<file path="src/hdl/issue_consts.svh">
// issue stage constants
`ifndef ISSUE_CONSTS_SVH
`define ISSUE_CONSTS_SVH

// ------------------------------------------------------------
// datapath widths
// ------------------------------------------------------------

// data word and pc width
`define ISSUE_XLEN 32

// integer register index width
`define ISSUE_REG_ADDR_W 5

// scoreboard transaction id width, eight entries in flight
`define ISSUE_TRANS_ID_W 3

// ------------------------------------------------------------
// counts
// ------------------------------------------------------------

// architectural integer registers, x0 included
`define ISSUE_NR_REGS 32

// write ports coming back from the commit stage
`define ISSUE_NR_COMMIT_PORTS 2

`endif

</file>
<file path="src/hdl/issue_pkg.sv">
// issue stage types
`include "issue_consts.svh"

package issue_pkg;

    // ------------------------------------------------------------
    // plain vectors
    // ------------------------------------------------------------
    typedef logic [`ISSUE_XLEN-1:0]       xlen_t;
    typedef logic [`ISSUE_REG_ADDR_W-1:0] reg_addr_t;
    typedef logic [`ISSUE_TRANS_ID_W-1:0] trans_id_t;

    // ------------------------------------------------------------
    // encodings
    // ------------------------------------------------------------
    // functional unit an instruction needs, NONE for no unit at all
    typedef enum logic [2:0] {NONE, ALU, CTRL_FLOW, MULT, LOAD, STORE, CSR} fu_t;

    // reduced operation set
    typedef enum logic [3:0] {ADD, SUB, AND, OR, MUL, LW, SW, BEQ, CSRRW} fu_op_t;

    // pending writer per register, NONE when nothing is in flight
    typedef fu_t [`ISSUE_NR_REGS-1:0] clobber_vec_t;

    // ------------------------------------------------------------
    // structs
    // ------------------------------------------------------------
    // decoded instruction at the scoreboard head
    typedef struct packed {
        fu_t       fu;
        fu_op_t    op;
        reg_addr_t rs1;
        reg_addr_t rs2;
        reg_addr_t rd;
        // immediate
        xlen_t     result;
        xlen_t     pc;
        trans_id_t trans_id;
        logic      use_imm;
        logic      use_pc;
        logic      use_zimm;
        // exception already raised upstream
        logic      ex_valid;
    } issue_instr_t;

    // one register file write from commit
    typedef struct packed {
        logic      we;
        reg_addr_t waddr;
        xlen_t     wdata;
    } commit_port_t;

    // operands handed to the functional units
    typedef struct packed {
        fu_t       fu;
        fu_op_t    op;
        xlen_t     operand_a;
        xlen_t     operand_b;
        xlen_t     imm;
        trans_id_t trans_id;
    } fu_data_t;

endpackage

</file>
<file path="src/hdl/int_regfile.sv">
// integer register file
`timescale 1ns/1ps
`include "issue_consts.svh"

module int_regfile #(
    parameter int unsigned NR_WRITE_PORTS = `ISSUE_NR_COMMIT_PORTS
) (
    input  logic                                     clk_i,
    input  logic                                     rst_uarch_ni,
    // read ports, one per source operand
    input  issue_pkg::reg_addr_t                     raddr_a_i,
    input  issue_pkg::reg_addr_t                     raddr_b_i,
    output issue_pkg::xlen_t                         rdata_a_o,
    output issue_pkg::xlen_t                         rdata_b_o,
    // write ports from commit
    input  issue_pkg::commit_port_t [NR_WRITE_PORTS-1:0] commit_i
);
    import issue_pkg::*;

    // x0 has no storage
    xlen_t regs_q [1:`ISSUE_NR_REGS-1];

    // ------------------------------------------------------------
    // write side
    // ------------------------------------------------------------
    // ports are scanned in order so the highest port index lands last
    always_ff @(posedge clk_i or negedge rst_uarch_ni) begin
        if (!rst_uarch_ni) begin
            for (int r = 1; r < `ISSUE_NR_REGS; r++) begin
                regs_q[r] <= '0;
            end
        end else begin
            for (int p = 0; p < NR_WRITE_PORTS; p++) begin
                // writes to x0 are dropped
                if (commit_i[p].we && (commit_i[p].waddr != '0)) begin
                    regs_q[commit_i[p].waddr] <= commit_i[p].wdata;
                end
            end
        end
    end

    // ------------------------------------------------------------
    // read side
    // ------------------------------------------------------------
    // combinational, a same-cycle write is not visible yet
    always_comb begin
        rdata_a_o = '0;
        rdata_b_o = '0;
        if (raddr_a_i != '0) begin
            rdata_a_o = regs_q[raddr_a_i];
        end
        if (raddr_b_i != '0) begin
            rdata_b_o = regs_q[raddr_b_i];
        end
    end

endmodule

</file>
<file path="src/hdl/hazard_check.sv">
// source operand hazard check
`timescale 1ns/1ps

module hazard_check (
    input  issue_pkg::issue_instr_t instr_i,
    // pending writer per register
    input  issue_pkg::clobber_vec_t clobber_i,
    // scoreboard has the producer result ready
    input  logic                    rs1_valid_i,
    input  logic                    rs2_valid_i,
    // take the scoreboard value instead of the register file
    output logic                    fwd_rs1_o,
    output logic                    fwd_rs2_o,
    // some source is not available yet
    output logic                    stall_o
);
    import issue_pkg::*;

    fu_t  rs1_writer;
    fu_t  rs2_writer;
    logic rs1_pending;
    logic rs2_pending;
    logic rs1_ready;
    logic rs2_ready;

    // ------------------------------------------------------------
    // clobber lookup
    // ------------------------------------------------------------
    assign rs1_writer = clobber_i[instr_i.rs1];
    assign rs2_writer = clobber_i[instr_i.rs2];

    // zimm carries the rs1 field as an immediate, nothing to wait for
    assign rs1_pending = !instr_i.use_zimm && (rs1_writer != NONE);
    assign rs2_pending = (rs2_writer != NONE);

    // csr results only reach us through the register file
    assign rs1_ready = rs1_valid_i && (rs1_writer != CSR);
    assign rs2_ready = rs2_valid_i && (rs2_writer != CSR);

    // ------------------------------------------------------------
    // forward or stall
    // ------------------------------------------------------------
    always_comb begin
        fwd_rs1_o = 1'b0;
        fwd_rs2_o = 1'b0;
        stall_o   = 1'b0;

        if (rs1_pending) begin
            if (rs1_ready) begin
                fwd_rs1_o = 1'b1;
            end else begin
                stall_o = 1'b1;
            end
        end

        if (rs2_pending) begin
            if (rs2_ready) begin
                fwd_rs2_o = 1'b1;
            end else begin
                stall_o = 1'b1;
            end
        end
    end

endmodule

</file>
<file path="src/hdl/operand_select.sv">
// operand select and id/ex register
`timescale 1ns/1ps
`include "issue_consts.svh"

module operand_select (
    input  logic                    clk_i,
    input  logic                    rst_uarch_ni,
    input  issue_pkg::issue_instr_t instr_i,
    // register file read data
    input  issue_pkg::xlen_t        rf_a_i,
    input  issue_pkg::xlen_t        rf_b_i,
    // scoreboard forwarded values
    input  issue_pkg::xlen_t        fwd_a_i,
    input  issue_pkg::xlen_t        fwd_b_i,
    input  logic                    fwd_rs1_i,
    input  logic                    fwd_rs2_i,
    // towards the functional units
    output issue_pkg::fu_data_t     fu_data_o,
    output issue_pkg::xlen_t        pc_o
);
    import issue_pkg::*;

    xlen_t    operand_a_n;
    xlen_t    operand_b_n;
    fu_data_t fu_data_n;

    // ------------------------------------------------------------
    // operand a
    // ------------------------------------------------------------
    // priority from low to high: regfile, forward, pc, zimm
    always_comb begin
        operand_a_n = rf_a_i;
        if (fwd_rs1_i) begin
            operand_a_n = fwd_a_i;
        end
        if (instr_i.use_pc) begin
            operand_a_n = instr_i.pc;
        end
        // zero extended rs1 index
        if (instr_i.use_zimm) begin
            operand_a_n = {{(`ISSUE_XLEN-`ISSUE_REG_ADDR_W){1'b0}}, instr_i.rs1};
        end
    end

    // ------------------------------------------------------------
    // operand b
    // ------------------------------------------------------------
    always_comb begin
        operand_b_n = rf_b_i;
        if (fwd_rs2_i) begin
            operand_b_n = fwd_b_i;
        end
        // stores and branches keep rs2 here, their immediate goes through imm
        if (instr_i.use_imm && (instr_i.fu != STORE) && (instr_i.fu != CTRL_FLOW)) begin
            operand_b_n = instr_i.result;
        end
    end

    // next id/ex contents
    always_comb begin
        fu_data_n.fu        = instr_i.fu;
        fu_data_n.op        = instr_i.op;
        fu_data_n.operand_a = operand_a_n;
        fu_data_n.operand_b = operand_b_n;
        fu_data_n.imm       = instr_i.result;
        fu_data_n.trans_id  = instr_i.trans_id;
    end

    // ------------------------------------------------------------
    // id/ex register
    // ------------------------------------------------------------
    // loaded every cycle, the valid lines say when it matters
    always_ff @(posedge clk_i or negedge rst_uarch_ni) begin
        if (!rst_uarch_ni) begin
            fu_data_o <= '{fu: NONE, op: ADD, default: '0};
            pc_o      <= '0;
        end else begin
            fu_data_o <= fu_data_n;
            pc_o      <= instr_i.pc;
        end
    end

endmodule

</file>
<file path="src/hdl/issue_ctrl.sv">
// issue acknowledge and unit valids
`timescale 1ns/1ps
`include "issue_consts.svh"

module issue_ctrl (
    input  logic                    clk_i,
    input  logic                    rst_uarch_ni,
    input  logic                    flush_i,
    // scoreboard head
    input  issue_pkg::issue_instr_t instr_i,
    input  logic                    instr_valid_i,
    // from hazard_check
    input  logic                    stall_i,
    input  issue_pkg::clobber_vec_t clobber_i,
    input  issue_pkg::commit_port_t [`ISSUE_NR_COMMIT_PORTS-1:0] commit_i,
    // unit readiness
    input  logic                    flu_ready_i,
    input  logic                    lsu_ready_i,
    output logic                    issue_ack_o,
    // one-hot unit valids, one cycle after accept
    output logic                    alu_valid_o,
    output logic                    branch_valid_o,
    output logic                    mult_valid_o,
    output logic                    lsu_valid_o,
    output logic                    csr_valid_o
);
    import issue_pkg::*;

    logic fu_busy;
    logic rd_free;
    logic rd_committing;
    logic accept;
    logic alu_valid_q;
    logic branch_valid_q;
    logic mult_valid_q;
    logic lsu_valid_q;
    logic csr_valid_q;

    // ------------------------------------------------------------
    // unit busy
    // ------------------------------------------------------------
    // fixed latency units share one ready
    always_comb begin
        unique case (instr_i.fu)
            ALU, CTRL_FLOW, MULT, CSR: fu_busy = !flu_ready_i;
            LOAD, STORE:               fu_busy = !lsu_ready_i;
            default:                   fu_busy = 1'b0;
        endcase
    end

    // ------------------------------------------------------------
    // waw check
    // ------------------------------------------------------------
    assign rd_free = (clobber_i[instr_i.rd] == NONE);

    // a commit retiring rd this cycle clears the pending writer
    always_comb begin
        rd_committing = 1'b0;
        for (int p = 0; p < `ISSUE_NR_COMMIT_PORTS; p++) begin
            if (commit_i[p].we && (commit_i[p].waddr == instr_i.rd)) begin
                rd_committing = 1'b1;
            end
        end
    end

    // ------------------------------------------------------------
    // acknowledge
    // ------------------------------------------------------------
    always_comb begin
        issue_ack_o = 1'b0;
        if (instr_valid_i) begin
            if (!stall_i && !fu_busy && (rd_free || rd_committing)) begin
                issue_ack_o = 1'b1;
            end
            // exceptions and unit-less instructions just retire through
            if (instr_i.ex_valid || (instr_i.fu == NONE)) begin
                issue_ack_o = 1'b1;
            end
        end
        // back to back only for multiplies, the result bus is shared
        if (mult_valid_q && (instr_i.fu != MULT)) begin
            issue_ack_o = 1'b0;
        end
    end

    assign accept = instr_valid_i && issue_ack_o && !instr_i.ex_valid;

    // ------------------------------------------------------------
    // unit valid registers
    // ------------------------------------------------------------
    always_ff @(posedge clk_i or negedge rst_uarch_ni) begin
        if (!rst_uarch_ni) begin
            alu_valid_q    <= 1'b0;
            branch_valid_q <= 1'b0;
            mult_valid_q   <= 1'b0;
            lsu_valid_q    <= 1'b0;
            csr_valid_q    <= 1'b0;
        end else begin
            // single cycle pulses
            alu_valid_q    <= 1'b0;
            branch_valid_q <= 1'b0;
            mult_valid_q   <= 1'b0;
            lsu_valid_q    <= 1'b0;
            csr_valid_q    <= 1'b0;
            // flush wins over a same-edge accept
            if (accept && !flush_i) begin
                case (instr_i.fu)
                    ALU:         alu_valid_q    <= 1'b1;
                    CTRL_FLOW:   branch_valid_q <= 1'b1;
                    MULT:        mult_valid_q   <= 1'b1;
                    LOAD, STORE: lsu_valid_q    <= 1'b1;
                    CSR:         csr_valid_q    <= 1'b1;
                    default:     ;
                endcase
            end
        end
    end

    assign alu_valid_o    = alu_valid_q;
    assign branch_valid_o = branch_valid_q;
    assign mult_valid_o   = mult_valid_q;
    assign lsu_valid_o    = lsu_valid_q;
    assign csr_valid_o    = csr_valid_q;

endmodule

</file>
<file path="src/hdl/issue_read_operands.sv">
// issue and operand read stage
`timescale 1ns/1ps
`include "issue_consts.svh"

module issue_read_operands (
    input  logic                    clk_i,
    input  logic                    rst_uarch_ni,
    input  logic                    flush_i,
    // scoreboard head handshake
    input  issue_pkg::issue_instr_t issue_instr_i,
    input  logic                    issue_instr_valid_i,
    output logic                    issue_ack_o,
    // scoreboard operand lookup
    output issue_pkg::reg_addr_t    rs1_o,
    input  issue_pkg::xlen_t        rs1_i,
    input  logic                    rs1_valid_i,
    output issue_pkg::reg_addr_t    rs2_o,
    input  issue_pkg::xlen_t        rs2_i,
    input  logic                    rs2_valid_i,
    input  issue_pkg::clobber_vec_t clobber_i,
    // commit write back
    input  issue_pkg::commit_port_t [`ISSUE_NR_COMMIT_PORTS-1:0] commit_i,
    // functional units
    input  logic                    flu_ready_i,
    input  logic                    lsu_ready_i,
    output issue_pkg::fu_data_t     fu_data_o,
    output issue_pkg::xlen_t        pc_o,
    output logic                    alu_valid_o,
    output logic                    branch_valid_o,
    output logic                    mult_valid_o,
    output logic                    lsu_valid_o,
    output logic                    csr_valid_o
);
    import issue_pkg::*;

    logic  fwd_rs1;
    logic  fwd_rs2;
    logic  stall;
    xlen_t rf_rdata_a;
    xlen_t rf_rdata_b;

    // scoreboard is polled with the raw source indices
    assign rs1_o = issue_instr_i.rs1;
    assign rs2_o = issue_instr_i.rs2;

    // ------------------------------------------------------------
    // operand availability
    // ------------------------------------------------------------
    hazard_check hazard_check_inst (
        .instr_i     (issue_instr_i),
        .clobber_i   (clobber_i),
        .rs1_valid_i (rs1_valid_i),
        .rs2_valid_i (rs2_valid_i),
        .fwd_rs1_o   (fwd_rs1),
        .fwd_rs2_o   (fwd_rs2),
        .stall_o     (stall)
    );

    int_regfile #(
        .NR_WRITE_PORTS (`ISSUE_NR_COMMIT_PORTS)
    ) int_regfile_inst (
        .clk_i        (clk_i),
        .rst_uarch_ni (rst_uarch_ni),
        .raddr_a_i    (issue_instr_i.rs1),
        .raddr_b_i    (issue_instr_i.rs2),
        .rdata_a_o    (rf_rdata_a),
        .rdata_b_o    (rf_rdata_b),
        .commit_i     (commit_i)
    );

    // ------------------------------------------------------------
    // datapath and control
    // ------------------------------------------------------------
    operand_select operand_select_inst (
        .clk_i        (clk_i),
        .rst_uarch_ni (rst_uarch_ni),
        .instr_i      (issue_instr_i),
        .rf_a_i       (rf_rdata_a),
        .rf_b_i       (rf_rdata_b),
        .fwd_a_i      (rs1_i),
        .fwd_b_i      (rs2_i),
        .fwd_rs1_i    (fwd_rs1),
        .fwd_rs2_i    (fwd_rs2),
        .fu_data_o    (fu_data_o),
        .pc_o         (pc_o)
    );

    issue_ctrl issue_ctrl_inst (
        .clk_i          (clk_i),
        .rst_uarch_ni   (rst_uarch_ni),
        .flush_i        (flush_i),
        .instr_i        (issue_instr_i),
        .instr_valid_i  (issue_instr_valid_i),
        .stall_i        (stall),
        .clobber_i      (clobber_i),
        .commit_i       (commit_i),
        .flu_ready_i    (flu_ready_i),
        .lsu_ready_i    (lsu_ready_i),
        .issue_ack_o    (issue_ack_o),
        .alu_valid_o    (alu_valid_o),
        .branch_valid_o (branch_valid_o),
        .mult_valid_o   (mult_valid_o),
        .lsu_valid_o    (lsu_valid_o),
        .csr_valid_o    (csr_valid_o)
    );

endmodule

</file>
<file path="config.mk">
export PLATFORM = sky130hd
export DESIGN_NAME = issue_read_operands
export DESIGN_NICKNAME = d
export VERILOG_FILES = /design/src/hdl/issue_pkg.sv /design/src/hdl/int_regfile.sv /design/src/hdl/hazard_check.sv /design/src/hdl/operand_select.sv /design/src/hdl/issue_ctrl.sv /design/src/hdl/issue_read_operands.sv
export VERILOG_INCLUDE_DIRS = /design/src /design/src/hdl
export SDC_FILE = /design/constraint.sdc
export NUM_CORES = 2
export LEC_CHECK = 0
export BUFFER_PORTS_ARGS = -buffer_cell sky130_fd_sc_hd__buf_2
export CORE_ASPECT_RATIO = 0.6
export CORE_MARGIN = 1.5
export CORE_UTILIZATION = 45
export CTS_CLUSTER_DIAMETER = 60
export DETAILED_ROUTE_END_ITERATION = 8
export GPL_TIMING_DRIVEN = 1
export PLACE_DENSITY = 0.65
export SLEW_MARGIN = 20
export SYNTH_ARGS = -nofsm -noshare
export SYNTH_HDL_FRONTEND = slang
export SYNTH_SLANG_ARGS = --single-unit
</file>
<file path="constraint.sdc">
create_clock -name clk_i -period 4.5 [get_ports clk_i]
set_clock_uncertainty 0.1 [all_clocks]
set_input_delay 0.675 -clock clk_i [delete_from_list [all_inputs] [get_ports clk_i]]
set_output_delay 0.675 -clock clk_i [all_outputs]
set_load 0.1 [all_outputs]
</file>
==> flow_summary.json <==
{
  "cp.required_ps": 3720,
  "dr.pass1.iters": 7,
  "worstSetupStartpointType": "primary input",
  "cp.arrival_ps": 3690,
  "drive_above_1_share_pct": 25.2,
  "setup_tns_ps": 0,
  "rows": 110,
  "portBuffers": 490,
  "mostFrequentLayoutCell": "dfrtp_1",
  "worstSetupPathType": "in -> out",
  "cts_tree": "done",
  "antenna_found_initial": 28,
  "dieArea_um2": 155000,
  "min_period_ps": 4470,
  "placed_cells": 8237,
  "hold_class": "in -> reg",
  "synth_ff_type": "dfrtp_1",
  "area_growth_pct": 14.3,
  "drv_cap": 0,
  "start_util_pct": 45.6,
  "track_usage_pct": 37.2,
  "yosys.cell_types.count": 60,
  "cts_buffers": 117,
  "grt_pass1_wl_um": 415000,
  "syn_area_per_cell_um2": 11.0,
  "p_per_area_nw_per_um2": 457,
  "cts_setup_buffers": 0,
  "setup_violations": 0,
  "status": "finished, final reports clean",
  "insertion_delay_ps": 810,
  "core_area_um2": 151000,
  "slew_headroom_pct": 18.6,
  "worstMarginPinSlew_ps": 1220,
  "drcViolationCount": 0,
  "grt-ovfl-total": 0,
  "grt_start_max_net_pins": 114,
  "nFillCells": 13100,
  "synth_cells": 6267,
  "synth-edff-count": 0,
  "async_flop_share_pct": 100,
  "crit_fanout": 17,
  "instances_no_fill": 8543,
  "routed_wl_um": 293000,
  "hold_violations": 0,
  "final_cell_mix": "dfrtp_1 (1135), mux2i_1 (970), nor2_1 (602)",
  "rsz0062_at_grt": "false",
  "clk_pin_slew_ps": 70,
  "cts.sinks": 1135,
  "ant_nets": 0,
  "io_pins": 491,
  "grt_pass1_vias": 55300,
  "crit_path_end_kind": "output port",
  "vias": 57800,
  "slew_viol_final": 0,
  "ys_seq_area_share_pct": 41.3,
  "vias_per_cell": 6.77,
  "min_period_over_period_pct": 99.3,
  "synth_area_um2": 68800,
  "hpwlAfterDp_um": 179000,
  "total_leakage_power_nw": 33.4,
  "die_h_um": 306,
  "peakVddDrop_v": 0.000343,
  "synth-seq-cells": 1135,
  "h-tree-depth": 3,
  "place.gp.congestion": 0.958,
  "nNetsFinal": 6753,
  "yosysWarnings": 0,
  "clockBufferDepth": 3,
  "cts_root_buf": "clkbuf_16",
  "drt_iter0_markers": 8353,
  "max_freq_ghz": 0.224,
  "routedWlPerCell_um": 34.3,
  "die_width_um": 508,
  "syn-num-nets": 6604
}
-- area by class of cell --
cell class	count	area (um^2)	area share [%]
tap	2016	2520	3.21
clock buffer	163	3380	4.30
antenna	12	30.0	0.0382
sequential	1135	28400	36.1
timing repair buffer	772	5420	6.89
clock inverter	55	912	1.16
inverter	5	18.8	0.0239
multi-input combinational	4385	38000	48.3
-- synth_stat cells (15+ instances only) --
cell type | instances | area share [%]
a32oi_1 | 169 | 2.2
a22o_1 | 19 | 0.24
buf_1 | 92 | 0.50
buf_2 | 30 | 0.22
mux2i_1 | 970 | 14
a21o_1 | 15 | 0.16
nor2_1 | 636 | 3.5
nor4b_1 | 18 | 0.23
mux4_1 | 18 | 0.69
o21ai_1 | 33 | 0.24
a221oi_1 | 16 | 0.20
dfrtp_1 | 1135 | 41
nand2_1 | 584 | 3.2
clkbuf_1 | 604 | 3.3
a21oi_1 | 561 | 4.1
o21ai_0 | 501 | 3.6
mux4_2 | 568 | 19
mux2_2 | 85 | 1.4
a22oi_1 | 30 | 0.33
a2111oi_0 | 16 | 0.20
nor4_1 | 23 | 0.21
-- cell families (layout without fill, tap and decap cells) --
family                    after synthesis  after routing  share of synthesized area (%)
AOI/OAI and AO/OA                    1394           1394                           11.6
xor gates and xnor gates               12             12                          0.153
buffers and inverters                 747            995                           4.31
DFF                                  1135           1135                           41.3
muxes                                1642           1642                           34.8
other                                   0             12                              0
and+or+nand+nor                      1337           1337                           7.81
-- routing by layer --
layer	track usage, %	vias up	share of wire, %
met5	0.340	-	0.073
met4	14.1	24	4.3
met3	17.4	801	16
met2	49.9	4444	40
met1	51.8	29000	39
li1	-	23600	-
-- critical path, stage by stage --
cell and delay (ps):
buf_2 310, nor4b_1 330, nor3_1 110, or4_1 600, mux4_2 520, nand3_2 210
o221ai_1 160, a211o_1 340, a21oi_2 230, buf_12 200
-- stage by stage --
stage | area (um^2) | hold slack, ps | util (%) | setup slack [ps] | total power [mW]
after global placement | 73500 | 415 | 48.7 | -106 | 24.2
final | 78700 | 60.0 | 52.2 | 31.3 | 35.9
after detailed placement | 73500 | 440 | 48.7 | -25.3 | 24.6
after floorplan | 68800 | 279 | - | 171 | 21.3
after global routing | 78700 | 63.1 | 52.1 | 3.56 | 37.3
after CTS | 78600 | 31.7 | 52.1 | 25.5 | 35.7
-- power breakdown --
part	switching (mW)	internal (mW)	total [mW]
Combinational	5.47	4.76	10.2
Clock	4.71	6.38	11.1
Sequential	1.90	12.7	14.6
-- what timing repair did --
item,CTS,global route
resized for setup,1,5
setup endpoints to repair,1,1
hold buffers,75,0
hold endpoints to repair,134,0
-- final timing paths --
check	from	to	slack, ps	depth (start not counted)
worst min register to register	issue_ctrl_inst.mult_valid_o	issue_ctrl_inst.csr_valid_o	440	1
worst max-delay path	issue_instr_i[72]	issue_ack_o	30	10
worst max register to register	int_regfile_inst.regs_q[28]	operand_select_inst.fu_data_o[95]	1980	5
min in group asynchronous	rst_uarch_ni	int_regfile_inst.regs_q[335]	410	2
worst min-delay path	rs1_i[5]	operand_select_inst.fu_data_o[72]	60	3
max in group asynchronous	rst_uarch_ni	int_regfile_inst.regs_q[312]	2530	3
-- sequential cells by signal, indices dropped and copies added (netlist names) --
| signal | flops |
|---|---|
| int_regfile_inst.regs_q | 992 |
| issue_ctrl_inst.alu_valid_o | 1 |
| issue_ctrl_inst.branch_valid_o | 1 |
| issue_ctrl_inst.csr_valid_o | 1 |
| issue_ctrl_inst.lsu_valid_o | 1 |
| issue_ctrl_inst.mult_valid_o | 1 |
| operand_select_inst.fu_data_o | 106 |
| operand_select_inst.pc_o | 32 |
(Power assumes the default switching activity.)
